[config.mk]
export PLATFORM = sky130hd
export DESIGN_NAME = cam_capture
export DESIGN_NICKNAME = d
export VERILOG_FILES = /design/src/rtl/cam_pkg.sv /design/src/rtl/cam_capture.sv
export SDC_FILE = /design/constraint.sdc
export NUM_CORES = 1
export LEC_CHECK = 0
export BUFFER_PORTS_ARGS = -buffer_cell sky130_fd_sc_hd__buf_2
export CORE_UTILIZATION = 45
export DETAILED_ROUTE_END_ITERATION = 10
export PLACE_DENSITY = 0.74
export SYNTH_ARGS = -nofsm -noshare
export SYNTH_HDL_FRONTEND = slang
export SYNTH_SLANG_ARGS = --single-unit
[constraint.sdc]
create_clock -name clk_65mhz -period 4.5 [get_ports clk_65mhz]
set_input_delay 0.225 -clock clk_65mhz [delete_from_list [all_inputs] [get_ports clk_65mhz]]
set_output_delay 0.225 -clock clk_65mhz [all_outputs]
set_load 0.1 [all_outputs]
[src/rtl/cam_pkg.sv]
package cam_pkg;

   ////////////////////////////////////////
   // xvga 1024x768 @ 60Hz, 65 MHz pixel clock
   localparam int h_active = 1024;
   localparam int h_fp     = 24;
   localparam int h_sync   = 136;
   localparam int h_bp     = 160;
   localparam int h_total  = h_active + h_fp + h_sync + h_bp;   // 1344

   localparam int v_active = 768;
   localparam int v_fp     = 3;
   localparam int v_sync   = 6;
   localparam int v_bp     = 29;
   localparam int v_total  = v_active + v_fp + v_sync + v_bp;   // 806

   localparam int display_latency = 3;   // counter value to vga pins

   ////////////////////////////////////////
   // camera frame store
   localparam int fb_width  = 320;
   localparam int fb_height = 240;
   localparam int fb_depth  = fb_width * fb_height;   // 76800
   localparam int fb_addr_w = 17;
   localparam int pix_w     = 12;                     // rgb444

   localparam logic [3:0] chan_mid = 4'd8;   // threshold split point

   // processing modes
   localparam logic [2:0] mode_pass  = 3'd0;
   localparam logic [2:0] mode_diff  = 3'd1;
   localparam logic [2:0] mode_red   = 3'd2;
   localparam logic [2:0] mode_green = 3'd3;
   localparam logic [2:0] mode_blue  = 3'd4;

   ////////////////////////////////////////
   typedef struct packed {
      logic [10:0] hcount;
      logic [9:0]  vcount;
      logic        hsync;   // active low
      logic        vsync;   // active low
      logic        blank;
   } vga_timing_t;

   // counters at zero, syncs idle
   localparam vga_timing_t vga_idle = '{hcount: '0, vcount: '0, hsync: 1'b1,
                                        vsync: 1'b1, blank: 1'b0};

   typedef struct packed {
      logic       pclk;
      logic       vsync;
      logic       href;
      logic [7:0] data;
   } cam_pins_t;

   typedef struct packed {
      logic [3:0] r;
      logic [3:0] g;
      logic [3:0] b;
   } rgb444_t;

   typedef struct packed {
      logic                 we;
      logic [fb_addr_w-1:0] addr;
      rgb444_t              pixel;
   } fb_write_t;

   // one camera word, seen as two bytes while assembling, rgb565 after
   typedef union packed {
      struct packed {
         logic [7:0] hi;
         logic [7:0] lo;
      } bytes;
      struct packed {
         logic [4:0] r;
         logic [5:0] g;
         logic [4:0] b;
      } rgb565;
   } cam_word_u;

endpackage

[src/rtl/cam_capture.sv]
`timescale 1ns/1ps

module cam_capture import cam_pkg::*; (
   input  logic      clk_65mhz,
   input  logic      reset_in,
   input  cam_pins_t pins,
   output cam_word_u cam_word,      // assembled rgb565 word
   output logic      pixel_valid,   // one cycle, word complete
   output logic      frame_done     // one cycle, vsync rose
);

   logic pclk_prev;
   logic vsync_prev;
   logic byte_phase;   // 0 waits for hi byte, 1 waits for lo
   logic pclk_rise;

   // pclk is only a level here, edge found in the 65 MHz domain
   assign pclk_rise = pins.pclk & ~pclk_prev;

   ////////////////////////////////////////
   // edge detect and byte phase
   always_ff @(posedge clk_65mhz) begin
      if (reset_in) begin
         pclk_prev   <= 1'b0;
         vsync_prev  <= 1'b0;
         byte_phase  <= 1'b0;
         pixel_valid <= 1'b0;
         frame_done  <= 1'b0;
      end else begin
         pclk_prev   <= pins.pclk;
         vsync_prev  <= pins.vsync;
         frame_done  <= pins.vsync & ~vsync_prev;   // end of frame
         pixel_valid <= 1'b0;
         if (!pins.href) begin
            byte_phase <= 1'b0;   // line gap restarts the pair
         end else if (pclk_rise) begin
            byte_phase  <= ~byte_phase;
            pixel_valid <= byte_phase;   // lo byte just taken
         end
      end
   end

   ////////////////////////////////////////
   // byte capture, no reset on the word itself
   always_ff @(posedge clk_65mhz) begin
      if (pins.href && pclk_rise) begin
         if (!byte_phase) begin
            cam_word.bytes.hi <= pins.data;   // r5 g3
         end else begin
            cam_word.bytes.lo <= pins.data;   // g3 b5
         end
      end
   end

endmodule

* After elaboration in Yosys (flattened, before gate mapping) *
Cells that the tools add are included.
W data, S select, Z words.

storage, ports and cells
  bits in registers = 21
  bits of input ports = 13

cells by class
  bitwise operators = 7
  reductions and logical operators = 5

operators with widths
  cell                 count
  $not A1 Y1           5
  $reduce_and A2 Y1    2
  $reduce_or A3 Y1     1
  $and A1 B1 Y1        2
  $reduce_or A2 Y1     1
  $logic_and A1 B1 Y1  1

* Logic depth before layout (Yosys ltp) *
  depth after elaboration = 4
  mapped depth = 3
  depth with buffers taken out = 3

* Worst setup path before layout *
Ideal clock, no wire load.

  kind = register to register
  from = register pclk_prev
  to = register cam_word[10] (netlist name) (enable)
  setup time = 385 ps
  arrival time = 1134 ps
  data required time = 4115 ps
  setup slack = 2981 ps
  cell stages (with the launch flop) = 3
  clock period less this slack = 1519 ps
  cells stage by stage = dfxtp_1 nand2b_4 nor3b_1

between the ends
  longest elaborated chain between the ends = 4

ends and longest elaborated chain
  what                         line               source
  start: declaration           cam_capture.sv:12  logic pclk_prev;
  start signal: assignment     cam_capture.sv:30  pclk_prev <= pins.pclk;
  $not A1 Y1                   cam_capture.sv:18  assign pclk_rise = pins.pclk & ~pclk_prev;
  $and A1 B1 Y1                cam_capture.sv:18
  $logic_and A1 B1 Y1          cam_capture.sv:46  if (pins.href && pclk_rise) begin
  $reduce_and A2 Y1 (no line)  -
  end: declaration             cam_capture.sv:7   output cam_word_u cam_word,

No other way between the ends.
A chain may end at the register's enable or synchronous reset.

* Worst setup path in the final report *
  from = register pclk_prev
  to = register cam_word[15] (netlist name) (enable)

Same word-level chain as after synthesis.

==> flow_summary.yaml <==
worst_setup_path:
  path_class: "register to register"
  slowest_delay_ns: 0.88
  cp_slowest_cell: "nor3b_1"
  timing.rr.end: "cam_word[15]"
  critPathLaunchType: "register"
  rr_worst_depth: 2
  path_buf_inv: 0
  endpoint_kind: "register"
  worstSetupPathDepth: 2
  cp_cell_sequence: "nand2b_4 -> nor3b_1"
  critPathMaxFanout: 8
  worst_ep_arrival_time_ns: 1.65
  reg2reg_slack_ns: 2.77
  critical_path_required_ns: 4.42
  path_delay_family: "simple AND/OR/NAND/NOR gates"
  rr_startpoint: "pclk_prev"
clock_network:
  cts-resized-gates: 0
  cts-htree-levels: 1
  cts_buffers: 3
  cts_buffer_depth: 2
  cts_root_buffer: "clkbuf_4"
  ctsHoldBuffers: 0
  clock-sinks: 21
  clock_latency_ns: 0.29
  post_cts_buffers: 0
  cts_tree: "done"
  path_clk_slew_ns: 0.11
timing:
  skew_ns: 0.00241
  period_share: 0.384
  max_slew.worst_pin.slew_ns: 1.08
  rsz0062_at_grt: "false"
  relSlewSlack: 0.275
  drv_slew: 0
  period_needed_ns: 1.73
  fmax_mhz: 579
  hold_violations: 0
  fin_tns_setup_ns: 0
  setup_viol: 0
finish:
  final_common_cell: "buf_2"
  drive_above_1_share: 0.585
  area_growth_pct: 29.6
  num_antenna_cells: 0
  num-fill-cells: 106
  layout_common_cells: "buf_2, edfxtp_1, dfxtp_1"
  nets: 79
  layoutNonFillerInstCount: 80
placed_design:
  dp.cells: 76
  place.gp.congestion: 0.599
  port_buffers: 30
  hpwlAfterDp_um: 798
die:
  io_pins: 31
  num_rows: 13
  die_area_um2: 1630
  core_area_um2: 1330
  die_x_um: 40.4
  die_h_um: 40.4
  initial_utilization: 0.498
global_route:
  track_usage: 0.136
  grt_pass1_vias: 327
  grt_pass1_wl_mm: 1.39
  antenna_found_initial: 0
  grt_max_degree: 13
  grt_overflow: 0
logic_synthesis:
  ys_ff_latch: 21
  synth_seq_area_share: 0.874
  yosysWarningCount: 0
  syn_inst: 31
  synth_top_area_share: 0.723
  yosysUniqueCellTypes: 10
  synth.largest_area_cell: "edfxtp_1"
  synth_fp_nets: 44
  syn-cell-area_um2: 664
  avgSynthCellArea_um2: 21.4
  synthTopCellsByArea: "edfxtp_1, dfxtp_1, nor3b_2"
pwr:
  leakage_nw: 0.354
  clock_power_share: 0.246
  p_per_area_nw_per_um2: 402
  power.switching_uw: 89.6
  seqPwrFrac: 0.624
  power_uw: 346
  p_comb_frac: 0.130
  internal-power_uw: 257
  switching_share: 0.259
  max-vdd-ir-drop_mv: 0.252
min_path:
  min_to: "cam_word[9]"
  hold_start: "pins[1]"
  hp-class: "input pin to register"
  whs_path_depth: 1
drt:
  wl_mm: 1.03
  drc: 0
  first_iter_violations: 2
  drt_pass1_iterations: 3
  wl_per_cell_um: 12.9
  ant_nets: 0
  via_per_inst: 4.61
  vias: 369
run_status:
  status: "finished, final reports clean"
flow_run:
  max-cap-violations: 0
## flip-flops by register name, summed over array words and instances (netlist names)
register,count
cam_word,16
pclk_prev,1
vsync_prev,1
frame_done,1
pixel_valid,1
byte_phase,1
## power groups by stage
| stage | registers, mW | clock network (mW) | logic [mW] |
|---|---|---|---|
| 3_5_place_dp | 0.221 | 0 | 0.0450 |
| 4_1_cts | 0.216 | 0.0868 | 0.0452 |
| 2_1_floorplan | 0.249 | 0 | 0.00573 |
| 5_1_grt | 0.217 | 0.0920 | 0.0469 |
| 6_report | 0.216 | 0.0850 | 0.0451 |
| 3_3_place_gp | 0.220 | 0 | 0.0446 |
## cells by family (layout without fill, tap and decap cells)
group | after synthesis | count (layout) | synth area share
simple gates | 9 | 9 | 0.113
flops | 21 | 21 | 0.874
buf+inv | 0 | 34 | 0
xor+xnor | 1 | 1 | 0.0132
## area by class of cell
class | instances | area, um2 | share of cell area
Clock buffer | 3 | 22.5 | 0.0262
Tap cell | 15 | 18.8 | 0.0218
Sequential cell | 21 | 581 | 0.674
Multi-Input combinational cell | 10 | 83.8 | 0.0974
Timing Repair Buffer | 30 | 150 | 0.174
Clock inverter | 1 | 5.00 | 0.00581
## how the worst max path moves through the flow
| stage | end | start |
|---|---|---|
| 2_1_floorplan | cam_word[10] | pclk_prev |
| 3_3_place_gp | cam_word[10] | pclk_prev |
| 3_5_place_dp | cam_word[11] | pclk_prev |
| 4_1_cts | cam_word[15] | pclk_prev |
| 5_1_grt | cam_word[9] | pclk_prev |
| 6_report | cam_word[15] | pclk_prev |
## cells in the mapped netlist (all sizes together)
cell type and n:
xor2 1, nor3b 3, nand2b 1, dfxtp 5
nor2b 3, edfxtp 16, nor2 1, nand2 1
## stage by stage
stage | setup slack (ns) | util | instance area (um2) | hold slack, ns
floorplan | 2.98 | - | 664 | 0.295
global placement | 2.84 | 0.625 | 833 | 0.373
detailed placement | 2.79 | 0.625 | 833 | 0.374
CTS | 2.75 | 0.645 | 861 | 0.109
global route | 2.63 | 0.645 | 861 | 0.109
finish | 2.77 | 0.645 | 861 | 0.118
## per-layer routing
metal	vias up	wire length [um]	global-route usage
met2	23	503	0.214
met1	161	437	0.172
met3	2	77	0.0333
li1	183	-	-
met5	-	0	0
met4	0	10	0.0750
No activity file was read; power rests on OpenSTA's default activity.
