## config.mk

```make
export PLATFORM = sky130hd
export DESIGN_NAME = capture_ctrl
export DESIGN_NICKNAME = d
export VERILOG_FILES = /design/src/rtl/cam_pkg.sv /design/src/rtl/capture_ctrl.sv
export SDC_FILE = /design/constraint.sdc
export NUM_CORES = 1
export LEC_CHECK = 0
export BUFFER_PORTS_ARGS = -buffer_cell sky130_fd_sc_hd__clkbuf_2
export CORE_ASPECT_RATIO = 0.7
export CORE_MARGIN = 1.5
export CORE_UTILIZATION = 47
export CTS_CLUSTER_SIZE = 10
export DETAILED_ROUTE_END_ITERATION = 10
export PLACE_DENSITY = 0.72
export SLEW_MARGIN = 5
export SYNTH_ARGS = -nofsm -noshare
export SYNTH_HDL_FRONTEND = slang
export SYNTH_SLANG_ARGS = --single-unit
```

## constraint.sdc

```tcl
create_clock -name clk_65mhz -period 1.5 [get_ports clk_65mhz]
set_input_delay 0 -clock clk_65mhz [delete_from_list [all_inputs] [get_ports clk_65mhz]]
set_output_delay 0 -clock clk_65mhz [all_outputs]
set_load 0.005 [all_outputs]
```

## src/rtl/cam_pkg.sv

```systemverilog
package cam_pkg;

   ////////////////////////////////////////
   // xvga 1024x768 @ 60Hz, 65 MHz pixel clock
   localparam int h_active = 1024;
   localparam int h_fp     = 24;
   localparam int h_sync   = 136;
   localparam int h_bp     = 160;
   localparam int h_total  = h_active + h_fp + h_sync + h_bp;   // 1344

   localparam int v_active = 768;
   localparam int v_fp     = 3;
   localparam int v_sync   = 6;
   localparam int v_bp     = 29;
   localparam int v_total  = v_active + v_fp + v_sync + v_bp;   // 806

   localparam int display_latency = 3;   // counter value to vga pins

   ////////////////////////////////////////
   // camera frame store
   localparam int fb_width  = 320;
   localparam int fb_height = 240;
   localparam int fb_depth  = fb_width * fb_height;   // 76800
   localparam int fb_addr_w = 17;
   localparam int pix_w     = 12;                     // rgb444

   localparam logic [3:0] chan_mid = 4'd8;   // threshold split point

   // processing modes
   localparam logic [2:0] mode_pass  = 3'd0;
   localparam logic [2:0] mode_diff  = 3'd1;
   localparam logic [2:0] mode_red   = 3'd2;
   localparam logic [2:0] mode_green = 3'd3;
   localparam logic [2:0] mode_blue  = 3'd4;

   ////////////////////////////////////////
   typedef struct packed {
      logic [10:0] hcount;
      logic [9:0]  vcount;
      logic        hsync;   // active low
      logic        vsync;   // active low
      logic        blank;
   } vga_timing_t;

   // counters at zero, syncs idle
   localparam vga_timing_t vga_idle = '{hcount: '0, vcount: '0, hsync: 1'b1,
                                        vsync: 1'b1, blank: 1'b0};

   typedef struct packed {
      logic       pclk;
      logic       vsync;
      logic       href;
      logic [7:0] data;
   } cam_pins_t;

   typedef struct packed {
      logic [3:0] r;
      logic [3:0] g;
      logic [3:0] b;
   } rgb444_t;

   typedef struct packed {
      logic                 we;
      logic [fb_addr_w-1:0] addr;
      rgb444_t              pixel;
   } fb_write_t;

   // one camera word, seen as two bytes while assembling, rgb565 after
   typedef union packed {
      struct packed {
         logic [7:0] hi;
         logic [7:0] lo;
      } bytes;
      struct packed {
         logic [4:0] r;
         logic [5:0] g;
         logic [4:0] b;
      } rgb565;
   } cam_word_u;

endpackage

```

## src/rtl/capture_ctrl.sv

```systemverilog
`timescale 1ns/1ps

module capture_ctrl import cam_pkg::*; (
   input  logic                 clk_65mhz,
   input  logic                 reset_in,
   input  logic [3:0]           mode_sw,       // diff, red, green, blue
   input  logic                 pixel_valid,
   input  logic                 frame_done,
   output logic [2:0]           proc_mode,     // held for a whole frame
   output logic                 wr_en,         // lines up with the pixel
   output logic [fb_addr_w-1:0] wr_addr
);

   logic [2:0]           mode_dec;
   logic [fb_addr_w-1:0] addr_cnt;        // next free slot
   logic                 addr_in_range;

   // lowest switch wins
   always_comb begin
      if (mode_sw[0]) begin
         mode_dec = mode_diff;
      end else if (mode_sw[1]) begin
         mode_dec = mode_red;
      end else if (mode_sw[2]) begin
         mode_dec = mode_green;
      end else if (mode_sw[3]) begin
         mode_dec = mode_blue;
      end else begin
         mode_dec = mode_pass;
      end
   end

   assign addr_in_range = addr_cnt < fb_addr_w'(fb_depth);   // past 320x240 is dropped

   always_ff @(posedge clk_65mhz) begin
      if (reset_in) begin
         proc_mode <= mode_pass;
         addr_cnt  <= '0;
         wr_en     <= 1'b0;
      end else begin
         if (frame_done) begin
            proc_mode <= mode_dec;   // switch only between frames
         end
         if (frame_done) begin
            addr_cnt <= '0;
         end else if (pixel_valid && addr_in_range) begin
            addr_cnt <= addr_cnt + 1'b1;   // stops at fb_depth
         end
         wr_en <= pixel_valid & addr_in_range;
      end
   end

   // address from the valid cycle, one stage late like the pixel
   always_ff @(posedge clk_65mhz) begin
      wr_addr <= addr_cnt;
   end

endmodule

```

**Word-level counts from Yosys, hierarchy flattened**

Index checks and enable logic that the tools add are counted.

- ROM bits: 0
- Bits of input ports: 8
- Memory bits (writable): 0
- Output and inout bits: 21
- Logic and storage cells: 13
- Register bits after elaboration: 38
- Memories kept: 0
- Latch bits: 0

- Multiplexer cells: 4
- Div/mod/pow operators: 0
- $lt $le $gt $ge: 1
- $mul: 0
- Bitwise logic cells: 1
- Reductions and logical operators: 2
- Shift operators: 0
- $add $sub $neg: 1
- Eq/ne operators: 0

Operators by type and width:

| kind | number |
|---|---|
| $add A17 B1 Y17 const B | 1 |
| $lt A17 B17 Y1 const B | 1 |
| $mux W3 | 4 |
| $reduce_or A2 Y1 | 1 |
| $and A1 B1 Y1 | 1 |
| $logic_and A1 B1 Y1 | 1 |

**Depth between registers and ports, before layout**

- Depth in word-level cells: 4
- Depth in mapped cells: 5
- Mapped depth without buffers: 4

**Worst setup path after synthesis**

No wires, ideal clock.

- Path type: register to register
- Start point: register addr_cnt[0]
- End point: register addr_cnt[8]
- Stages on the path, launching flop included: 6
- Clock period less this slack: 1.490 ns
- Data required time: 1.430 ns
- Path buffers: 1
- Path slack: 0.010 ns
- Arrival: 1.419 ns
- Cells stage by stage: dfxtp_1 > ha_1 > nand2_1 > clkbuf_1 > or4_1 > a21oi_1

- Word-level cells in the longest chain between the ends: 2
- Elaborated cells between the ends (all ways): 3

Ends and longest elaborated chain:

| element | RTL line | RTL |
|---|---|---|
| from (decl) | capture_ctrl.sv:15 | `logic [fb_addr_w-1:0] addr_cnt;` |
| from (signal assigned) | capture_ctrl.sv:47 | `addr_cnt <= addr_cnt + 1'b1;` |
| $lt A17 B17 Y1 | capture_ctrl.sv:33 | `assign addr_in_range = addr_cnt < fb_addr_w'(fb_depth);` |
| $logic_and A1 B1 Y1 | capture_ctrl.sv:46 | `end else if (pixel_valid && addr_in_range) begin` |

Parallel ways exist; a longest one is shown, timed or not.
A chain may end at the register's enable or synchronous reset.

**Final worst setup path**

- Start point: register addr_cnt[1]
- End point: register addr_cnt[13]

Same word-level chain as after synthesis.

==> out/metrics.yaml <==
status:
  status: "finished with violations"
  violations: "setup timing"
routing:
  dr.pass1.iters: 4
  routed_wl_um: 3200
  drtIter0Drc: 30
  drtAntennaViolNets: 0
  wl_per_cell_um: 13.8
  drc_errors: 0
  num_vias: 1251
  avgViaCountPerCell: 5.39
cells_and_area:
  fin_nets: 205
  drive_gt1_share_pct: 40.8
  antenna_cells: 0
  area_growth_pct: 39.6
  final_cell_area_um2: 1900
global_routing:
  gr-usage-all-layers_pct: 21.6
  grt_pass1_wl_um: 4950
  grt-ovfl-total: 0
  grt_max_degree: 16
  antenna_found_initial: 0
  grt_pass1_vias: 1124
logic_synthesis:
  synthMuxAreaShare_pct: 0.737
  synth_edf_count: 0
  ys_async_sr_fraction_pct: 0
  yosys.area_share.adder_pct: 0.921
  synth_fp_nets: 143
  syn_area_per_cell_um2: 10.1
  synth_common_cells: "dfxtp_1, a21oi_1, nor2_1, o21ai_0, or3_1"
  synth_compound_area_share_pct: 18.3
  syn-instance-count: 134
  ys_seq_area_share_pct: 56.0
  synth_top_family_by_area: "simple AND/OR/NAND/NOR gates"
  synth.top_cell.area_share_pct: 56.0
  synth_top_area_cell: "dfxtp_1"
  synthTopCellsByArea: "dfxtp_1, a21oi_1, or3_1"
  synth_area_um2: 1360
  yosysMostFrequentCell: "dfxtp_1"
  synth-simple-area-share_pct: 19.6
  synthFlopType: "dfxtp_1"
  synth.distinct_cells: 35
  synth-seq-cells: 38
  yosysWarnings: 0
  synth-xor-area-share_pct: 1.29
clocking:
  clockRootBuffer: "clkbuf_8"
  clockBufferDepth: 2
  path_clk_slew_ns: 0.07
  htree_num_levels: 2
  clkLatencyLatePin_ns: 0.29
  clock-sinks: 38
  cts_tree: "built"
  numCtsBuffers: 5
timing:
  timing.final.ws_setup_ns: -0.0334
  max_slew.worst_pin.slew_ns: 0.328
  setup-violations-final: 5
  finClkSkew_ns: 0.00366
  fin_setup_tns_ns: -0.0646
  rsz0062_at_grt: "yes"
  fin_crit_sh_pct: 102
  fmax_mhz: 652
  relSlewSlack_pct: 78.2
  hold_viol: 0
  slew_violations: 0
  min_period_ns: 1.53
placement:
  gp_congestion: 0.762
  portBuffers: 28
  dpl.hpwl_um: 2240
  placed_area_um2: 1720
  preCtsSetupSlack_ns: -0.0765
critical_path:
  reg2reg_slack_ns: -0.03
  cp.required_ns: 1.71
  critPathCaptureType: "flip-flop"
  critPathKind: "flip-flop to flip-flop"
  start_kind: "flip-flop"
  crit_arrival_ns: 1.74
  crit_fanout: 5
run:
  cap_violations: 0
floorplanning:
  fp-row-count: 16
  die_h_um: 48.0
  die_area_um2: 3230
  core-area_um2: 2760
  dieWidth_um: 67.3
  io_pins: 29
  initial_core_util_pct: 49.2
power:
  power.static_leakage_uw: 0.000772
  vdd_ir_drop_max_mv: 0.706
  power_density_nw_per_um2: 906
min_path:
  hp-class: "input port to flip-flop"
## path summary, 6_finish.rpt
path,from,endpoint,cells after the start
setup / recovery,addr_cnt[1]$_SDFFE_PP0P_,addr_cnt[13]$_SDFFE_PP0P_,5
hold / removal,mode_sw[1],proc_mode[0]$_SDFFE_PP0P_,3
setup reg to reg,addr_cnt[1]$_SDFFE_PP0P_,addr_cnt[13]$_SDFFE_PP0P_,5
hold reg to reg,addr_cnt[10]$_SDFFE_PP0P_,wr_addr[10]$_DFF_P_,0
## power breakdown
group / internal [µW] / total (µW) / switching (µW)
clock: 319 / 632 / 313
sequential: 1020 / 1020 / 3.82
combinational: 32.0 / 65.9 / 33.9
total: 1370 / 1720 / 350
## registers in the layout (all words and copies together), names as in the netlist
name and count:
wr_en 1, wr_addr 17, proc_mode 3, addr_cnt 17
## worst max-delay path: stages, from the launching register on
cell and delay [ns]:
dfxtp_1 0.34, buf_4 0.11, and3_1 0.17, o2111ai_2 0.17, or4_1 0.51, a21oi_1 0.16
## per-layer routing
metal  up-vias  part of all wire [%]  global-route usage [%]
li1        619                     -                       -
met5         -                     0                       0
met4         0                   2.2                    11.4
met1       584                    45                    25.5
met2        40                    48                    37.4
met3         8                   4.8                    5.65
## area by class of cell
| cell class | instances | area [µm²] |
|---|---|---|
| inverter | 3 | 11.3 |
| multi-input combinational | 87 | 591 |
| sequential | 38 | 771 |
| tap | 36 | 45.0 |
| timing repair buffer | 61 | 403 |
| clock buffer | 7 | 76.3 |
| fill | 209 | 866 |
## logic make-up (layout without fill, tap and decap cells)
family,Yosys count,count (layout)
AND/OR/NAND/NOR,45,45
AO/OA/AOI/OAI,38,38
flip-flops,38,38
buffers and inverters,9,71
XOR/XNOR,2,2
adder cells (fa/ha/maj),1,1
multiplexers,1,1
## cells in the final DEF (no fill, tap or decap), drive strengths merged
cell type and n:
nand4bb 1, a211oi 1, nand4 2, clkbuf 35, nand2b 1, nor2 9, and4 1, nor4 1
or3 7, o31ai 5, a21oi 14, nand3 6, o21ai 9, a32oi 1, dfxtp 38, and2 2
mux2i 1, o311ai 1, or2 1, o2111ai 2, o211a 1, nand2 6, o41ai 1, dlygate4sd3 3
inv 3, and3 3, buf 30, xor2 2, or4 5, o21a 1, ha 1, o211ai 2
## through the flow
step	utilization, %	std cells	power [µW]	hold slack, ns
floorplan	-	134	1070	0.0691
global placement	62.1	219	1100	0.257
detailed placement	62.1	219	1100	0.262
CTS	66.9	231	1740	0.0173
global route	68.7	232	1780	0.0485
finish	68.7	232	1720	0.0232
## timing repair
action | 4_1_cts | 5_1_grt
buffers inserted | 2 | 1
pin swaps | 2 | 0
endpoints found under the setup margin | 13 | 15
hold buffers | 3 | 0
endpoints found under the hold margin | 4 | 0
gates resized for setup | 5 | 12
Note: power is estimated with default switching activity, not from simulation.
