File: config.mk
export PLATFORM = sky130hd
export DESIGN_NAME = xvga_timing
export DESIGN_NICKNAME = d
export VERILOG_FILES = /design/src/rtl/cam_pkg.sv /design/src/rtl/xvga_timing.sv
export SDC_FILE = /design/constraint.sdc
export NUM_CORES = 1
export LEC_CHECK = 0
export BUFFER_PORTS_ARGS = -buffer_cell sky130_fd_sc_hd__buf_2
export CORE_ASPECT_RATIO = 0.6
export CORE_MARGIN = 2
export CORE_UTILIZATION = 50
export CTS_CLUSTER_SIZE = 14
export DETAILED_ROUTE_END_ITERATION = 10
export GPL_TIMING_DRIVEN = 0
export PLACE_DENSITY = 0.79
export SLEW_MARGIN = 20
export SYNTH_ARGS = -nofsm -noshare
export SYNTH_HDL_FRONTEND = slang
export SYNTH_SLANG_ARGS = --single-unit
File: constraint.sdc
create_clock -name clk_65mhz -period 3.6 [get_ports clk_65mhz]
set_clock_uncertainty 0.05 [all_clocks]
set_input_delay 0 -clock clk_65mhz [delete_from_list [all_inputs] [get_ports clk_65mhz]]
set_output_delay 0 -clock clk_65mhz [all_outputs]
set_load 0.02 [all_outputs]
File: src/rtl/cam_pkg.sv
package cam_pkg;

   ////////////////////////////////////////
   // xvga 1024x768 @ 60Hz, 65 MHz pixel clock
   localparam int h_active = 1024;
   localparam int h_fp     = 24;
   localparam int h_sync   = 136;
   localparam int h_bp     = 160;
   localparam int h_total  = h_active + h_fp + h_sync + h_bp;   // 1344

   localparam int v_active = 768;
   localparam int v_fp     = 3;
   localparam int v_sync   = 6;
   localparam int v_bp     = 29;
   localparam int v_total  = v_active + v_fp + v_sync + v_bp;   // 806

   localparam int display_latency = 3;   // counter value to vga pins

   ////////////////////////////////////////
   // camera frame store
   localparam int fb_width  = 320;
   localparam int fb_height = 240;
   localparam int fb_depth  = fb_width * fb_height;   // 76800
   localparam int fb_addr_w = 17;
   localparam int pix_w     = 12;                     // rgb444

   localparam logic [3:0] chan_mid = 4'd8;   // threshold split point

   // processing modes
   localparam logic [2:0] mode_pass  = 3'd0;
   localparam logic [2:0] mode_diff  = 3'd1;
   localparam logic [2:0] mode_red   = 3'd2;
   localparam logic [2:0] mode_green = 3'd3;
   localparam logic [2:0] mode_blue  = 3'd4;

   ////////////////////////////////////////
   typedef struct packed {
      logic [10:0] hcount;
      logic [9:0]  vcount;
      logic        hsync;   // active low
      logic        vsync;   // active low
      logic        blank;
   } vga_timing_t;

   // counters at zero, syncs idle
   localparam vga_timing_t vga_idle = '{hcount: '0, vcount: '0, hsync: 1'b1,
                                        vsync: 1'b1, blank: 1'b0};

   typedef struct packed {
      logic       pclk;
      logic       vsync;
      logic       href;
      logic [7:0] data;
   } cam_pins_t;

   typedef struct packed {
      logic [3:0] r;
      logic [3:0] g;
      logic [3:0] b;
   } rgb444_t;

   typedef struct packed {
      logic                 we;
      logic [fb_addr_w-1:0] addr;
      rgb444_t              pixel;
   } fb_write_t;

   // one camera word, seen as two bytes while assembling, rgb565 after
   typedef union packed {
      struct packed {
         logic [7:0] hi;
         logic [7:0] lo;
      } bytes;
      struct packed {
         logic [4:0] r;
         logic [5:0] g;
         logic [4:0] b;
      } rgb565;
   } cam_word_u;

endpackage

File: src/rtl/xvga_timing.sv
`timescale 1ns/1ps

module xvga_timing import cam_pkg::*; (
   input  logic        clk_65mhz,
   input  logic        reset_in,
   output vga_timing_t timing      // counters, syncs, blank all registered
);

   logic hblank, vblank;
   logic hblank_on, hsync_on, hsync_off, h_reset;
   logic vblank_on, vsync_on, vsync_off, v_reset;
   logic next_hblank, next_vblank;

   ////////////////////////////////////////
   // horizontal compare points one early so the regs land on time
   assign hblank_on = timing.hcount == 11'(h_active - 1);                   // 1023
   assign hsync_on  = timing.hcount == 11'(h_active + h_fp - 1);            // 1047
   assign hsync_off = timing.hcount == 11'(h_active + h_fp + h_sync - 1);   // 1183
   assign h_reset   = timing.hcount == 11'(h_total - 1);                    // 1343

   // vertical ones only move at end of line
   assign vblank_on = h_reset && (timing.vcount == 10'(v_active - 1));
   assign vsync_on  = h_reset && (timing.vcount == 10'(v_active + v_fp - 1));
   assign vsync_off = h_reset && (timing.vcount == 10'(v_active + v_fp + v_sync - 1));
   assign v_reset   = h_reset && (timing.vcount == 10'(v_total - 1));

   assign next_hblank = h_reset ? 1'b0 : (hblank_on ? 1'b1 : hblank);
   assign next_vblank = v_reset ? 1'b0 : (vblank_on ? 1'b1 : vblank);

   always_ff @(posedge clk_65mhz) begin
      if (reset_in) begin
         timing <= vga_idle;   // syncs idle high
         hblank <= 1'b0;
         vblank <= 1'b0;
      end else begin
         timing.hcount <= h_reset ? '0 : timing.hcount + 11'd1;
         if (h_reset) begin
            timing.vcount <= v_reset ? '0 : timing.vcount + 10'd1;
         end
         hblank <= next_hblank;
         vblank <= next_vblank;

         // active low pulse starts at h 1048
         if (hsync_on) begin
            timing.hsync <= 1'b0;
         end else if (hsync_off) begin
            timing.hsync <= 1'b1;
         end
         if (vsync_on) begin
            timing.vsync <= 1'b0;
         end else if (vsync_off) begin
            timing.vsync <= 1'b1;
         end

         // lands with the counter value it belongs to
         timing.blank <= next_vblank | next_hblank;
      end
   end

endmodule

* Yosys cells after proc, flatten, opt, wreduce, memory -nomap -nowiden
Index checks and enable logic that the tools add are counted.
Cells by class: bitwise gates (word level) 1, add/sub/neg operators 2, reductions and logical operators 7, mux-type cells 9, equality and inequality tests 8
Operator list (number):
- 10-bit == test, second input constant | 4
- 11-bit == test, second input constant | 3
- 11-bit by 1-bit adder with 11-bit output, second input constant | 1
- 11-bit by 10-bit == test with 1-bit output, second input constant | 1
- 10-bit by 1-bit adder with 10-bit output, second input constant | 1
- 10-bit 2-to-1 mux | 1
- 1-bit 2-to-1 mux | 8
- 1-bit logical AND | 4
- 2-bit nonzero test | 2
- 2-bit OR reduction | 1
- 1-bit OR | 1
Storage, ports and cells: word-level logic and storage cells 34, output and inout bits 24, register bits 26, input bits 2

* Logic depth before layout (Yosys ltp)
depth in word-level cells 5, mapped depth 7, mapped depth without buffers 6

* Worst setup path after synthesis
No wires, ideal clock.
path type flip-flop to flip-flop, start register timing[13] (netlist name), end register timing[11] (netlist name), setup time 0.066 ns, required time 3.484 ns, arrival time 2.082 ns, buffers on the path 0, setup slack 1.402 ns, cell stages (with the launch flop) 6, clock period less this slack 2.198 ns, cells stage by stage dfxtp_1 ha_1 nand4b_2 or4_4 or4_4 a21oi_2
On the way: cells in the longest elaborated chain, start to end 3
RTL lines:
- start, declared | line xvga_timing.sv:6 | output vga_timing_t timing
- start signal, assigned | line xvga_timing.sv:32 | timing <= vga_idle;
- 11-bit == test * | line xvga_timing.sv:19 | assign h_reset = timing.hcount == 11'(h_total - 1);
- 1-bit logical AND | line xvga_timing.sv:25 | assign v_reset = h_reset && (timing.vcount == 10'(v_total - 1));
- 10-bit 2-to-1 mux | line xvga_timing.sv:38 | timing.vcount <= v_reset ? '0 : timing.vcount + 10'd1;
Mark *: on every way between the ends. The rest lies on a longest branch, timed or not. A chain may end at the register's enable or synchronous reset.

* Worst setup path after layout
start register timing[13] (netlist name), end register timing[0] (netlist name)
On the way: cells in the longest elaborated chain, start to end 5, elaborated cells between the ends (all ways) 9, classes of those cells eq/ne (2); mux (4); bitwise (1); reduce/logical (2)
RTL lines:
- 11-bit == test | line xvga_timing.sv:19
- 1-bit logical AND | line xvga_timing.sv:22 | assign vblank_on = h_reset && (timing.vcount == 10'(v_active - 1));
- 1-bit 2-to-1 mux (2 in series) | line xvga_timing.sv:28 | assign next_vblank = v_reset ? 1'b0 : (vblank_on ? 1'b1 : vblank);
- 1-bit OR * | line xvga_timing.sv:56 | timing.blank <= next_vblank | next_hblank;
Marked as above.

==> impl_results.md <==
- Status: finished clean
- I/O pins: 26
- Sw Ratio: 21.4%
- Post-CTS setup buffer count: 0
- Fill count: 193
- Mapped Nets: 148
- F_max: 0.438 GHz
- Crit path max-delay family: simple AND/OR/NAND/NOR gates
- Num CTS Buffers: 3
- Avg Cell Area, Syn: 8.71 µm²
- Longest Clk Path Bufs: 2
- GR Util met1: 30.5%
- H-Tree Depth: 1
- Gr usage total: 21.2%
- Die Ht: 42.4 µm
- Crit end category: register
- TritonCTS clock tree: built
- Leakage power: 0.000592 µW
- CORE AREA: 2240 µm²
- Cells after Synth: 141
- Slew @ Worst Pin: 0.574 ns
- Hold path startpoint: reset_in
- Critical Path AT: 2.38 ns
- Flop pwr share: 58.3%
- Row cnt: 13
- WL final: 2.83 mm
- Most frequent cell after synthesis: dfxtp_1
- Netlist cell types: 32
- Final setup fails: 0
- Peak supply drop: 0.295 mV
- EDFF count, synth: 0
- Reg2reg start: timing[13]$_SDFF_PP0_
- RSZ-0062 raised after global routing: no
- Area contributors post-synth: dfxtp_1 (42%), ha_1 (5.1%), nand3_1 (4.5%), nor2_1 (4.3%), xnor2_1 (4.3%)
- Worst-path fanout max: 10
- Final core occ: 64.8%
- Met2 Use GR: 30.1%
- Mapped Area: 1230 µm²
- Max cap viols: 0
- Initial antenna violation count: 0
- Final net count: 179
- HP Class: in -> reg
- Root Buffer: clkbuf_8
- Dominant synthesized flop cell: dfxtp_1
- Layout cells sized above 1: 22.8%
- Clk sinks: 26
- Met3 Use GR: 8.60%
- Initial Util: 54.7%
- Synth Register Bits: 26
- GRT overflow: 0
- Sequential fraction of the synthesis area: 42.4%
- Fin. Hold Viols: 0
- Period minus WS final: 2.28 ns
- Synth warnings: 0
- Critical Path Start: timing[13]$_SDFF_PP0_
- DRT antenna net count: 0
- Largest net degree at the start of global routing: 15
- Crit-path cells: ha_1, nand4b_2, or4_4, o21ai_0, buf_2, o22ai_1
- Global-route wire length before repair: 4.57 mm
- Setup_tns: 0 ns
- DR iter-0 viols: 120
- Clk slew on worst S/H paths: 0.09 ns
- Via count: 1,150
- Combinational Power Share: 4.2%
- Average routed wire per standard cell: 14.1 µm
- Half-perimeter wire length after placement: 2.11 mm
- WP buf/inv: 1
- Vias in the first global route: 980
- Clock power share: 37.5%
- Synth-to-Final Area Change: 18.6%
- Tcrit/Tclk final: 63.4%
- Total Die Area: 2880 µm²
- Power density over cell area: 346 nW/µm²
- Final Wtd Congestion: 0.821
- Via density: 5.72
- Pre-Repair DR Iteration Count: 4
- Port Buffers: 25
- Skew-Pair Late Insertion Delay: 0.27 ns
- Die span in x: 68.0 µm
- CP max stage delay: 0.59 ns
- Diodes inserted: 0
- NetSw: 108 µW
- CP startpoint kind: register
- Slew HR: 61.3%
- Top cell type's share of synthesized area: 42.4%
- Remaining DRCs: 0
- Cell Int Power: 395 µW
- Crit-path slowest cell: or4_4
- Required time of the critical path: 3.70 ns
- Max Slew Vio Count: 0
- Global routing's busiest layer: met1
- Post-synth ARST share: 0%
- Crit path kind: reg -> reg
- Fin area: 1460 µm²
- Dpl cell area: 1390 µm²
- Biggest area consumer among synthesized cells: dfxtp_1
- Synth top cells by count: dfxtp_1 (26), nor2_1 (14), nand3_1 (11)
routing by layer:
metal / routed length [µm] / part of all wire [%]
met1: 1350 / 48
met2: 1190 / 42
met3: 266 / 9.4
met4: 26 / 0.92
met5: 0 / 0
final timing paths:
check | to | slack [ns] | depth (start not counted)
hold / removal | timing[4]$_SDFFE_PP0P_ | 0.43 | 3
setup reg to reg | timing[0]$_SDFF_PP0_ | 1.32 | 6
setup / recovery | timing[0]$_SDFF_PP0_ | 1.32 | 6
hold reg to reg | timing[1]$_SDFFE_PP1P_ | 0.43 | 2
kinds of logic (layout without fill, tap and decap cells):
kind of cell             Yosys count  after routing  share of synthesized area (%)
AND/OR/NAND/NOR                   61             61                           27.9
AO/OA/AOI/OAI                     26             26                           12.5
flip-flops                        26             26                           42.4
buffers and inverters             13             43                           4.89
XOR/XNOR                          10             10                           7.14
adder cells (fa/ha/maj)            5              5                           5.10
power groups by stage:
| stage | clock network [µW] | registers, µW | logic [µW] |
|---|---|---|---|
| 2_1_floorplan | 0 | 303 | 9.35 |
| 3_3_place_gp | 0 | 300 | 19.1 |
| 3_5_place_dp | 0 | 300 | 19.7 |
| 4_1_cts | 193 | 294 | 21.2 |
| 5_1_grt | 204 | 294 | 22.8 |
| 6_report | 189 | 294 | 21.1 |
per-stage QoR:
step | instances | setup WS [ns] | power [µW] | hold slack (ns)
after floorplan | 141 | 1.40 | 312 | 0.0191
after global placement | 196 | 1.45 | 319 | 0.178
after detailed placement | 196 | 1.37 | 320 | 0.183
after CTS | 201 | 1.32 | 508 | 0.432
after global routing | 201 | 1.19 | 521 | 0.446
final | 201 | 1.32 | 503 | 0.433
registers in the layout, indices dropped and copies added, names as in the netlist:
register,flops
timing,24
hblank,1
vblank,1
final cells by class:
cell class	instances	area, µm²	area share [%]
repair buffers	26	135	9.29
inverters	8	30.0	2.06
flip-flops and latches	26	520	35.8
multi-input cells	102	647	44.5
plain buffers	5	30.0	2.06
clock buffers	4	55.1	3.78
well taps	30	37.5	2.58
cells in the final DEF (no fill, tap or decap), drive strengths merged:
cell         synthesis  layout
dfxtp               26      26
nand4                4       4
ha                   5       5
a21oi               11      11
o31ai                3       3
or3                  6       6
o31a                 1       1
clkbuf               1       5
nand2                7       7
a311oi               1       1
and4b                1       1
o2111ai              1       1
nand3               11      11
xor2                 4       4
or4                  3       3
o22ai                1       1
nor3                 3       3
nand4b               3       3
nor4                 2       2
nand2b               3       3
dlygate4sd3          0       1
o21ai                8       8
and3                 4       4
inv                  8       8
xnor2                6       6
buf                  4      29
nor2                14      14
timing repair:
| action | CTS | global route |
|---|---|---|
| hold endpoints to repair | 2 | 0 |
| endpoints found under the setup margin | 0 | 0 |
| hold buffers | 1 | 0 |
| resized for setup | 0 | 0 |
worst min-delay path: stages:
cell,delay [ns]
dlygate4sd3_1,0.52
buf_2,0.15
a21oi_1,0.05
Note: power is estimated with default switching activity, not from simulation.
