--- src/rtl/cam_pkg.sv ---
package cam_pkg;

   ////////////////////////////////////////
   // xvga 1024x768 @ 60Hz, 65 MHz pixel clock
   localparam int h_active = 1024;
   localparam int h_fp     = 24;
   localparam int h_sync   = 136;
   localparam int h_bp     = 160;
   localparam int h_total  = h_active + h_fp + h_sync + h_bp;   // 1344

   localparam int v_active = 768;
   localparam int v_fp     = 3;
   localparam int v_sync   = 6;
   localparam int v_bp     = 29;
   localparam int v_total  = v_active + v_fp + v_sync + v_bp;   // 806

   localparam int display_latency = 3;   // counter value to vga pins

   ////////////////////////////////////////
   // camera frame store
   localparam int fb_width  = 320;
   localparam int fb_height = 240;
   localparam int fb_depth  = fb_width * fb_height;   // 76800
   localparam int fb_addr_w = 17;
   localparam int pix_w     = 12;                     // rgb444

   localparam logic [3:0] chan_mid = 4'd8;   // threshold split point

   // processing modes
   localparam logic [2:0] mode_pass  = 3'd0;
   localparam logic [2:0] mode_diff  = 3'd1;
   localparam logic [2:0] mode_red   = 3'd2;
   localparam logic [2:0] mode_green = 3'd3;
   localparam logic [2:0] mode_blue  = 3'd4;

   ////////////////////////////////////////
   typedef struct packed {
      logic [10:0] hcount;
      logic [9:0]  vcount;
      logic        hsync;   // active low
      logic        vsync;   // active low
      logic        blank;
   } vga_timing_t;

   // counters at zero, syncs idle
   localparam vga_timing_t vga_idle = '{hcount: '0, vcount: '0, hsync: 1'b1,
                                        vsync: 1'b1, blank: 1'b0};

   typedef struct packed {
      logic       pclk;
      logic       vsync;
      logic       href;
      logic [7:0] data;
   } cam_pins_t;

   typedef struct packed {
      logic [3:0] r;
      logic [3:0] g;
      logic [3:0] b;
   } rgb444_t;

   typedef struct packed {
      logic                 we;
      logic [fb_addr_w-1:0] addr;
      rgb444_t              pixel;
   } fb_write_t;

   // one camera word, seen as two bytes while assembling, rgb565 after
   typedef union packed {
      struct packed {
         logic [7:0] hi;
         logic [7:0] lo;
      } bytes;
      struct packed {
         logic [4:0] r;
         logic [5:0] g;
         logic [4:0] b;
      } rgb565;
   } cam_word_u;

endpackage

--- src/rtl/cam_sync.sv ---
`timescale 1ns/1ps

module cam_sync import cam_pkg::*; (
   input  logic       clk_65mhz,
   input  logic       reset_in,
   input  logic [7:0] cam_data,   // raw camera byte
   input  logic [2:0] cam_ctl,    // pclk, vsync, href
   output cam_pins_t  pins,       // two flops behind the pins
   output logic       cam_xclk    // drive clock back to camera
);

   cam_pins_t  pins_meta;    // first stage, may go metastable
   logic [1:0] xclk_count;   // free running divide by 4

   always_ff @(posedge clk_65mhz) begin
      if (reset_in) begin
         pins_meta  <= '0;
         pins       <= '0;
         xclk_count <= 2'b00;
      end else begin
         pins_meta.pclk  <= cam_ctl[0];
         pins_meta.vsync <= cam_ctl[1];
         pins_meta.href  <= cam_ctl[2];
         pins_meta.data  <= cam_data;
         pins            <= pins_meta;   // second stage
         xclk_count      <= xclk_count + 2'b01;
      end
   end

   // high for counts 2 and 3, so ~16 MHz at 50% duty
   assign cam_xclk = xclk_count[1];

endmodule

--- config.mk ---
export PLATFORM = sky130hd
export DESIGN_NAME = cam_sync
export DESIGN_NICKNAME = d
export VERILOG_FILES = /design/src/rtl/cam_pkg.sv /design/src/rtl/cam_sync.sv
export SDC_FILE = /design/constraint.sdc
export NUM_CORES = 1
export LEC_CHECK = 0
export CAP_MARGIN = 20
export CORE_MARGIN = 5
export CORE_UTILIZATION = 50
export CTS_CLUSTER_DIAMETER = 60
export DETAILED_ROUTE_END_ITERATION = 7
export DONT_BUFFER_PORTS = 1
export SYNTH_ARGS = -nofsm -noshare
export SYNTH_HDL_FRONTEND = slang
export SYNTH_SLANG_ARGS = --single-unit
--- constraint.sdc ---
create_clock -name clk_65mhz -period 0.8 [get_ports clk_65mhz]
set_input_delay 0 -clock clk_65mhz [delete_from_list [all_inputs] [get_ports clk_65mhz]]
set_output_delay 0 -clock clk_65mhz [all_outputs]
set_load 0.1 [all_outputs]
* Word-level counts from Yosys, hierarchy flattened
Index checks and enable logic that the tools add are counted.
Storage, ports and cells: flip-flop bits (word level) 24, word-level logic and storage cells 10
Operators by class: add/subtract/negate cells 1
Operator list (count):
- $add A2 B1 Y2 const B | 1

* Longest topological paths before layout
Gate-level depths: netlist (run 1).
depth after elaboration 1, gate-level depth with buffers 2, depth with buffers taken out 2

* Worst setup path after synthesis (run 1)
OpenSTA, ideal clock, no wires.
kind register to register, start point register xclk_count[1], end point register xclk_count[1], data arrival time 1.180 ns, library setup time 0.118 ns, path slack -0.498 ns, data required time 0.682 ns, stages on the path, launching flop included 3, cell sequence dfxtp_1 -> xnor2_1 -> nor2_1
Between the ends: longest elaborated chain between the ends 1
RTL lines:
- from (decl) | RTL line cam_sync.sv:13 | logic [1:0] xclk_count;
- from (signal assigned) | RTL line cam_sync.sv:26 | xclk_count <= xclk_count + 2'b01;
- $add A2 B1 Y2 | RTL line cam_sync.sv:26
Every way passes these cells. A chain may end at the register's enable or synchronous reset.

* Worst setup path in the final report (run 1)
start point register xclk_count[1], end point output port cam_xclk
RTL lines:
- to (decl) | RTL line cam_sync.sv:9 | output logic cam_xclk
No word-level cell between the ends.

==> reports/metrics.cfg, run 1 <==
[run_status]
status=finished, violations left
violations=setup timing

[critical_path]
arrival_ns=0.85
crit_path_end_kind=output pin
critPathTopFamily=flip-flops
worstSetupStartpointType=flip-flop
r2r-start=xclk_count[1]
crit_chain=buf_12
crit_required_ns=0.80
cpPeakStageDelay_ns=0.38
slowest_stage=dfxtp_4
path_max_fanout=2
worstSetupPathType=flip-flop to output pin
startpoint=xclk_count[1]
critPathBufInv=1

[synthesis]
synthDistinctLibCells=6
yosys.area_share.xor_xnor_pct=1.33
synth_top_area_share_pct=73.0
ys_seq_elements=24
avgSynthCellArea_um2=12.9
synth_compound_area_share_pct=0
syn_area_um2=658
yosys_warnings=0
synth_area_leaders=dfxtp_1, nor2b_1, buf_6
synthesis.nets=64
synthSimpleGateAreaFrac_pct=22.2
synth_top_family_by_area=simple AND/OR/NAND/NOR gates
synth_top_area_cell=dfxtp_1
syn_inst=51
synth-seq-area-share_pct=73.0
synthAdderAreaFrac_pct=0
synth.area.mux_share_pct=0

[cells_and_area]
syn2layout_area_growth_pct=65.0
n_antenna_cell=0
post-route-util_pct=85.6
nets=92
drive_gt1_share_pct=38.5
n_fill_cell=61

[cts]
htreeDepth=1
cts-buffers-inserted=3
cts_tree=done
clkSinkCount=24
root_buffer=clkbuf_4
cts_buffer_depth=2
clkTransAtPathRegs_ns=0.12
clock_latency_ns=0.30

[die]
die_area_mm2=0.00214
coreArea_mm2=0.00127
io_pins=25
rows=13
start_util_pct=51.9
die_y_um=46.3
die_w_um=46.3

[routing]
drc=0
routed_wl_mm=1.24
viasPerCell=4.45
wire_per_inst_um=13.3
first_pass_iters=4
first_iter_violations=2
vias=414
detail-route-antenna-nets=0

[place]
port_buffers=0
gp_congestion=0.673
dp_slack_ns=0.176

[worst_hold_path]
worstHoldStart=reset_in
min_path_type=input port to flip-flop

[timing]
slew_headroom_pct=67.6
period_share_pct=106
setup_ws_ns=-0.0475
hold_violations=0
fin_worst_skew_ns=0.00671
setup_violations=12
finalMaxSlewViolations=0
worst_slew_pin_slew_ns=0.486
clock.fmax_ghz=1.18
rsz0062_at_grt=true
period_minus_slack_ns=0.847

[grt]
grt_pass1_vias=447
grt_start_max_net_pins=15
grt_pass1_wl_mm=1.88
antenna_found_initial=0
grt-ovfl-total=0
track_usage_pct=12.8

[power_and_ir_drop]
max-vdd-ir-drop_mv=1.76
p_total_uw=2330
p_leak_uw=0.000466
power.density_mw_per_mm2=2140

[job]
maxCapViolations=0

[cell type report]
cell class | count | area (um2) | share of cell area [%]
multi-input cells | 25 | 163 | 15.0
clock buffers | 4 | 36.3 | 3.34
well taps | 15 | 18.8 | 1.73
repair buffers | 25 | 370 | 34.1
flip-flops and latches | 24 | 498 | 45.9
[cells in the mapped netlist]
| cell | number |
|---|---|
| nor2b_1 | 21 |
| buf_6 | 2 |
| and2b_1 | 1 |
| xnor2_1 | 1 |
| nor2_1 | 2 |
| dfxtp_1 | 24 |
[worst reg2reg max path: stages (launching register included)]
cell and delay, ns:
dfxtp_4 0.37, buf_4 0.14, xnor2_2 0.13, nor2_1 0.05
[logic make-up (layout without fill, tap and decap cells)]
kind of cell  after synthesis  count (layout)
buf+inv                     2              29
simple gates               24              24
flops                      24              24
xor+xnor                    1               1
[placed cells by master, fill, tap and decap left out, drive strengths merged]
cell	synthesis	final
buf	2	13
dfxtp	24	24
dlygate4sd3	0	11
dlymetal6s4s	0	1
xnor2	1	1
nor2b	21	21
nor2	2	2
and2b	1	1
clkbuf	0	4
[repair_timing]
item / in CTS / in global routing
gates resized for setup: 3 / 2
hold buffers: 12 / 0
setup buffers: 1 / 0
setup endpoints to repair: 12 / 16
endpoints found under the hold margin: 24 / 0
[registers in the layout, indices dropped and copies added (netlist names)]
register    count
pins           11
xclk_count      2
pins_meta      11
[report_power, final]
group | switching, uW | internal [uW]
Sequential | 34.6 | 1260
Clock | 316 | 277
Combinational | 252 | 189
[final timing paths]
kind / end / slack (ns) / cells past startpoint
worst max register to register: xclk_count[1] / 0 / 3
worst max-delay path: cam_xclk / -0.05 / 1
worst min register to register: pins[8] / 0.45 / 1
worst min-delay path: xclk_count[1] / 0.26 / 2
[metrics by stage]
| stage | hold slack, ns | area (um2) | instances | setup TNS, ns |
|---|---|---|---|---|
| floorplan | 0.0716 | 676 | 51 | -0.0260 |
| global placement | 0.0669 | 900 | 76 | 0 |
| detailed placement | 0.0680 | 900 | 76 | 0 |
| CTS | 0.285 | 1080 | 93 | -0.557 |
| global route | 0.287 | 1090 | 93 | -0.691 |
| finish | 0.263 | 1090 | 93 | -0.352 |
[metal layers]
layer / wire length [um] / track usage, % / vias to the layer above
met5: 0 / 0 / -
met4: 0 / 3.41 / 0
met3: 92 / 2.73 / 0
met2: 705 / 25.5 / 15
met1: 437 / 12.8 / 193
li1: - / - / 206
No activity file was read; power rests on OpenSTA's default activity.
==> inputs of run 2 (changes only) <==
--- a/config.mk
+++ b/config.mk
@@ -11,6 +11,7 @@
 export CTS_CLUSTER_DIAMETER = 60
 export DETAILED_ROUTE_END_ITERATION = 7
 export DONT_BUFFER_PORTS = 1
+export RECOVER_POWER = 50
 export SYNTH_ARGS = -nofsm -noshare
 export SYNTH_HDL_FRONTEND = slang
 export SYNTH_SLANG_ARGS = --single-unit
==> reports/metrics.cfg, run 2 (synthesis gave the netlist of run 1 again) <==
[run_status]
status=finished, violations left
violations=setup timing

[die]
start_util_pct=51.9
die_area_mm2=0.00214
rows=13
io_pins=25
coreArea_mm2=0.00127
die_w_um=46.3
die_y_um=46.3

[routing]
routed_wl_mm=1.24
vias=414
viasPerCell=4.45
wire_per_inst_um=13.3
first_iter_violations=2
first_pass_iters=4
drc=0
detail-route-antenna-nets=0

[cells_and_area]
nets=92
reg_top3=pins: 11 flops, pins_meta: 11 flops, xclk_count: 2 flops
drive_gt1_share_pct=38.5
n_antenna_cell=0
final_common_cell=nor2b_1
final_cell_mix=nor2b_1, dfxtp_1, buf_12, dlygate4sd3_1, dfxtp_2
syn2layout_area_growth_pct=64.6
n_fill_cell=62
post-route-util_pct=85.4

[grt]
grt-ovfl-total=0
grt_start_max_net_pins=15
grt_pass1_vias=447
track_usage_pct=12.8
antenna_found_initial=0
grt_pass1_wl_mm=1.88

[place]
gp_congestion=0.673
dp_slack_ns=0.176
port_buffers=0

[cts]
cts-buffers-inserted=3
clkSinkCount=24
htreeDepth=1
cts_tree=done
clkTransAtPathRegs_ns=0.12
clock_latency_ns=0.30
root_buffer=clkbuf_4
cts_buffer_depth=2

[timing]
period_share_pct=106
rsz0062_at_grt=true
clock.fmax_ghz=1.18
hold_ws_ns=0.293
fin_worst_skew_ns=0.00671
slew_headroom_pct=67.3
period_minus_slack_ns=0.847
setup_ws_ns=-0.0475
hold_violations=0
setup_violations=12
finalMaxSlewViolations=0
worst_slew_pin_slew_ns=0.491

[power_and_ir_drop]
p_leak_uw=0.000456
power.density_mw_per_mm2=2150
max-vdd-ir-drop_mv=1.76

[critical_path]
worstSetupPathType=flip-flop to output pin
slowest_stage=dfxtp_4
critPathTopFamily=flip-flops
arrival_ns=0.85
critPathBufInv=1
worstSetupStartpointType=flip-flop
path_max_fanout=2
cpPeakStageDelay_ns=0.38
crit_required_ns=0.80
crit_chain=buf_12
crit_path_end_kind=output pin

[job]
maxCapViolations=0

[worst_hold_path]
min_path_type=input port to flip-flop

run 2: what timing repair did:
item | CTS | global route
resized for setup | 3 | 2
hold buffers | 12 | 0
hold endpoints to repair | 24 | 0
endpoints found under the setup margin | 12 | 16
buffers inserted | 1 | 0
run 2: layer usage:
layer	share of wire [%]	track usage, %	up-vias	wire [um]
li1	-	-	206	-
met1	35	12.8	193	436
met2	57	25.5	15	705
met3	7.4	2.73	0	92
met4	0	3.41	0	0
met5	0	0	-	0
run 2: where the power goes:
part	leakage (uW)	switching (uW)	internal, uW
combinational	0.000232	252	188
clock	0.0000210	316	277
sequential	0.000204	34.6	1260
run 2: metrics by stage:
| step | cells | TNS (ns) | total power [uW] | instance area [um2] |
|---|---|---|---|---|
| after floorplan | 51 | -0.0260 | 1570 | 676 |
| after global placement | 76 | 0 | 1670 | 900 |
| after detailed placement | 76 | 0 | 1670 | 900 |
| after CTS | 93 | -0.557 | 2330 | 1080 |
| after global routing | 93 | -0.691 | 2400 | 1080 |
| final | 93 | -0.352 | 2330 | 1080 |
run 2: layout make-up:
| class | instances | area, um2 | share of cell area, % |
|---|---|---|---|
| clock buffer | 4 | 36.3 | 3.35 |
| multi-input combinational | 25 | 163 | 15.0 |
| sequential | 24 | 498 | 46.0 |
| tap | 15 | 18.8 | 1.73 |
| timing repair buffer | 25 | 368 | 33.9 |
run 2: final timing paths:
path | slack, ns | endpoint | cells past startpoint | startpoint
setup / recovery | -0.05 | cam_xclk | 1 | xclk_count[1]
hold reg to reg | 0.45 | pins[8] | 1 | pins_meta[8]
setup reg to reg | 0 | xclk_count[1] | 3 | xclk_count[1]
hold / removal | 0.29 | pins_meta[5] | 2 | reset_in
==> inputs of run 3 (changes only) <==
--- a/config.mk
+++ b/config.mk
@@ -7,8 +7,9 @@
 export LEC_CHECK = 0
 export CAP_MARGIN = 20
 export CORE_MARGIN = 5
-export CORE_UTILIZATION = 50
+export CORE_UTILIZATION = 40
 export CTS_CLUSTER_DIAMETER = 60
+export CTS_CLUSTER_SIZE = 10
 export DETAILED_ROUTE_END_ITERATION = 7
 export DONT_BUFFER_PORTS = 1
 export RECOVER_POWER = 50
==> reports/metrics.cfg, run 3 (synthesis gave the netlist of run 1 again) <==
[cells_and_area]
syn2layout_area_growth_pct=63.3
final_cell_mix=nor2b_1, dfxtp_1, buf_12, dlygate4sd3_1, dfxtp_2
fin_cells=94
n_fill_cell=122
n_antenna_cell=0
final_common_cell=nor2b_1
regArea_um2=498
stdcell_area_mm2=0.00107
drive_gt1_share_pct=37.2
nets=92
reg_top3=pins: 11 flops, pins_meta: 11 flops, xclk_count: 2 flops
multi_input_area_um2=163

[die]
rows=14
coreArea_mm2=0.00154
io_pins=25
die_area_mm2=0.00256
die_y_um=50.6
start_util_pct=42.7
die_w_um=50.6

[timing]
clock.fmax_ghz=1.18
tns_ns=-0.363
setup_violations=12
setup_ws_ns=-0.0490
rsz0062_at_grt=true
fin_worst_skew_ns=0.00415
hold_violations=0
worst_slew_pin_slew_ns=0.482
slew_headroom_pct=67.9
period_share_pct=106
period_minus_slack_ns=0.849
finalMaxSlewViolations=0
hold_ws_ns=0.295

[routing]
routed_wl_mm=1.03
viasPerCell=4.34
vias=408
first_iter_violations=1
wire_per_inst_um=11.0
drc=0
first_pass_iters=2
detail-route-antenna-nets=0

[grt]
track_usage_pct=8.82
grt_use_met2_pct=15.3
grt_pass1_vias=382
gr-usage-met3_pct=3.85
grt_pass1_wl_mm=1.65
busiest_layer=met2
grt_start_max_net_pins=15
met1_usage_pct=8.53
antenna_found_initial=0
grt-ovfl-total=0

[critical_path]
r2r_slack_ns=0.02
arrival_ns=0.85
worstSetupStartpointType=flip-flop
critPathBufInv=1
crit_chain=buf_12
critPathTopFamily=flip-flops
slowest_stage=dfxtp_4
path_max_fanout=2
crit_path_end_kind=output pin
crit_required_ns=0.80
cpPeakStageDelay_ns=0.38
worstSetupPathType=flip-flop to output pin

[place]
dp_slack_ns=0.187
gp_congestion=0.540
place_area_um2=901
port_buffers=0
placed_cells=77

[cts]
cts-buffers-inserted=3
root_buffer=clkbuf_4
htreeDepth=1
clkTransAtPathRegs_ns=0.12
cts_tree=done
cts_buffer_depth=2
clkSinkCount=24
clock_latency_ns=0.30

[run_status]
status=finished, violations left
violations=setup timing

[power_and_ir_drop]
p_leak_uw=0.000450
power.density_mw_per_mm2=2090
max-vdd-ir-drop_mv=1.44

[job]
maxCapViolations=0

[worst_hold_path]
min_path_type=input port to flip-flop

run 3: cell counts in the layout (fill, tap and decap cells not counted):
No cell type changed its count.
run 3: final cells by class:
cell class                      count  area share [%]
Tap cell                           16            1.86
Clock buffer                        4            2.44
Timing Repair Buffer               25            34.2
Multi-Input combinational cell     25            15.1
Sequential cell                    24            46.3
run 3: report_power, final:
group | leakage, uW | internal, uW | switching (uW)
combinational | 0.000232 | 188 | 246
sequential | 0.000204 | 1260 | 31.3
clock | 0.0000150 | 194 | 323
total | 0.000450 | 1640 | 601
run 3: per-layer routing:
metal / wire (um) / share of wire (%)
met5: 0 / 0
met1: 357 / 35
met4: 0 / 0
met3: 94 / 9.1
met2: 577 / 56
run 3: stage by stage:
step	total power, uW	utilization [%]
2_1_floorplan	1570	-
6_report	2240	69.7
3_3_place_gp	1660	58.4
4_1_cts	2260	69.2
5_1_grt	2350	69.7
3_5_place_dp	1670	58.4
run 3: worst paths after layout:
path	startpoint	depth (start not counted)	to
min reg2reg	pins_meta[6]	1	pins[6]
max reg2reg	xclk_count[1]	3	xclk_count[1]
min	reset_in	2	pins_meta[10]
max	xclk_count[1]	1	cam_xclk
run 3: timing repair:
action | in CTS | in global routing
hold buffers | 12 | 0
setup buffers | 1 | 0
resized for setup | 3 | 2
endpoints found under the setup margin | 12 | 18
hold endpoints to repair | 24 | 0
run 3: worst register-to-register path: stages, from the launching register on:
cell and delay (ns):
dfxtp_4 0.37, buf_4 0.13, xnor2_2 0.11, nor2_1 0.05
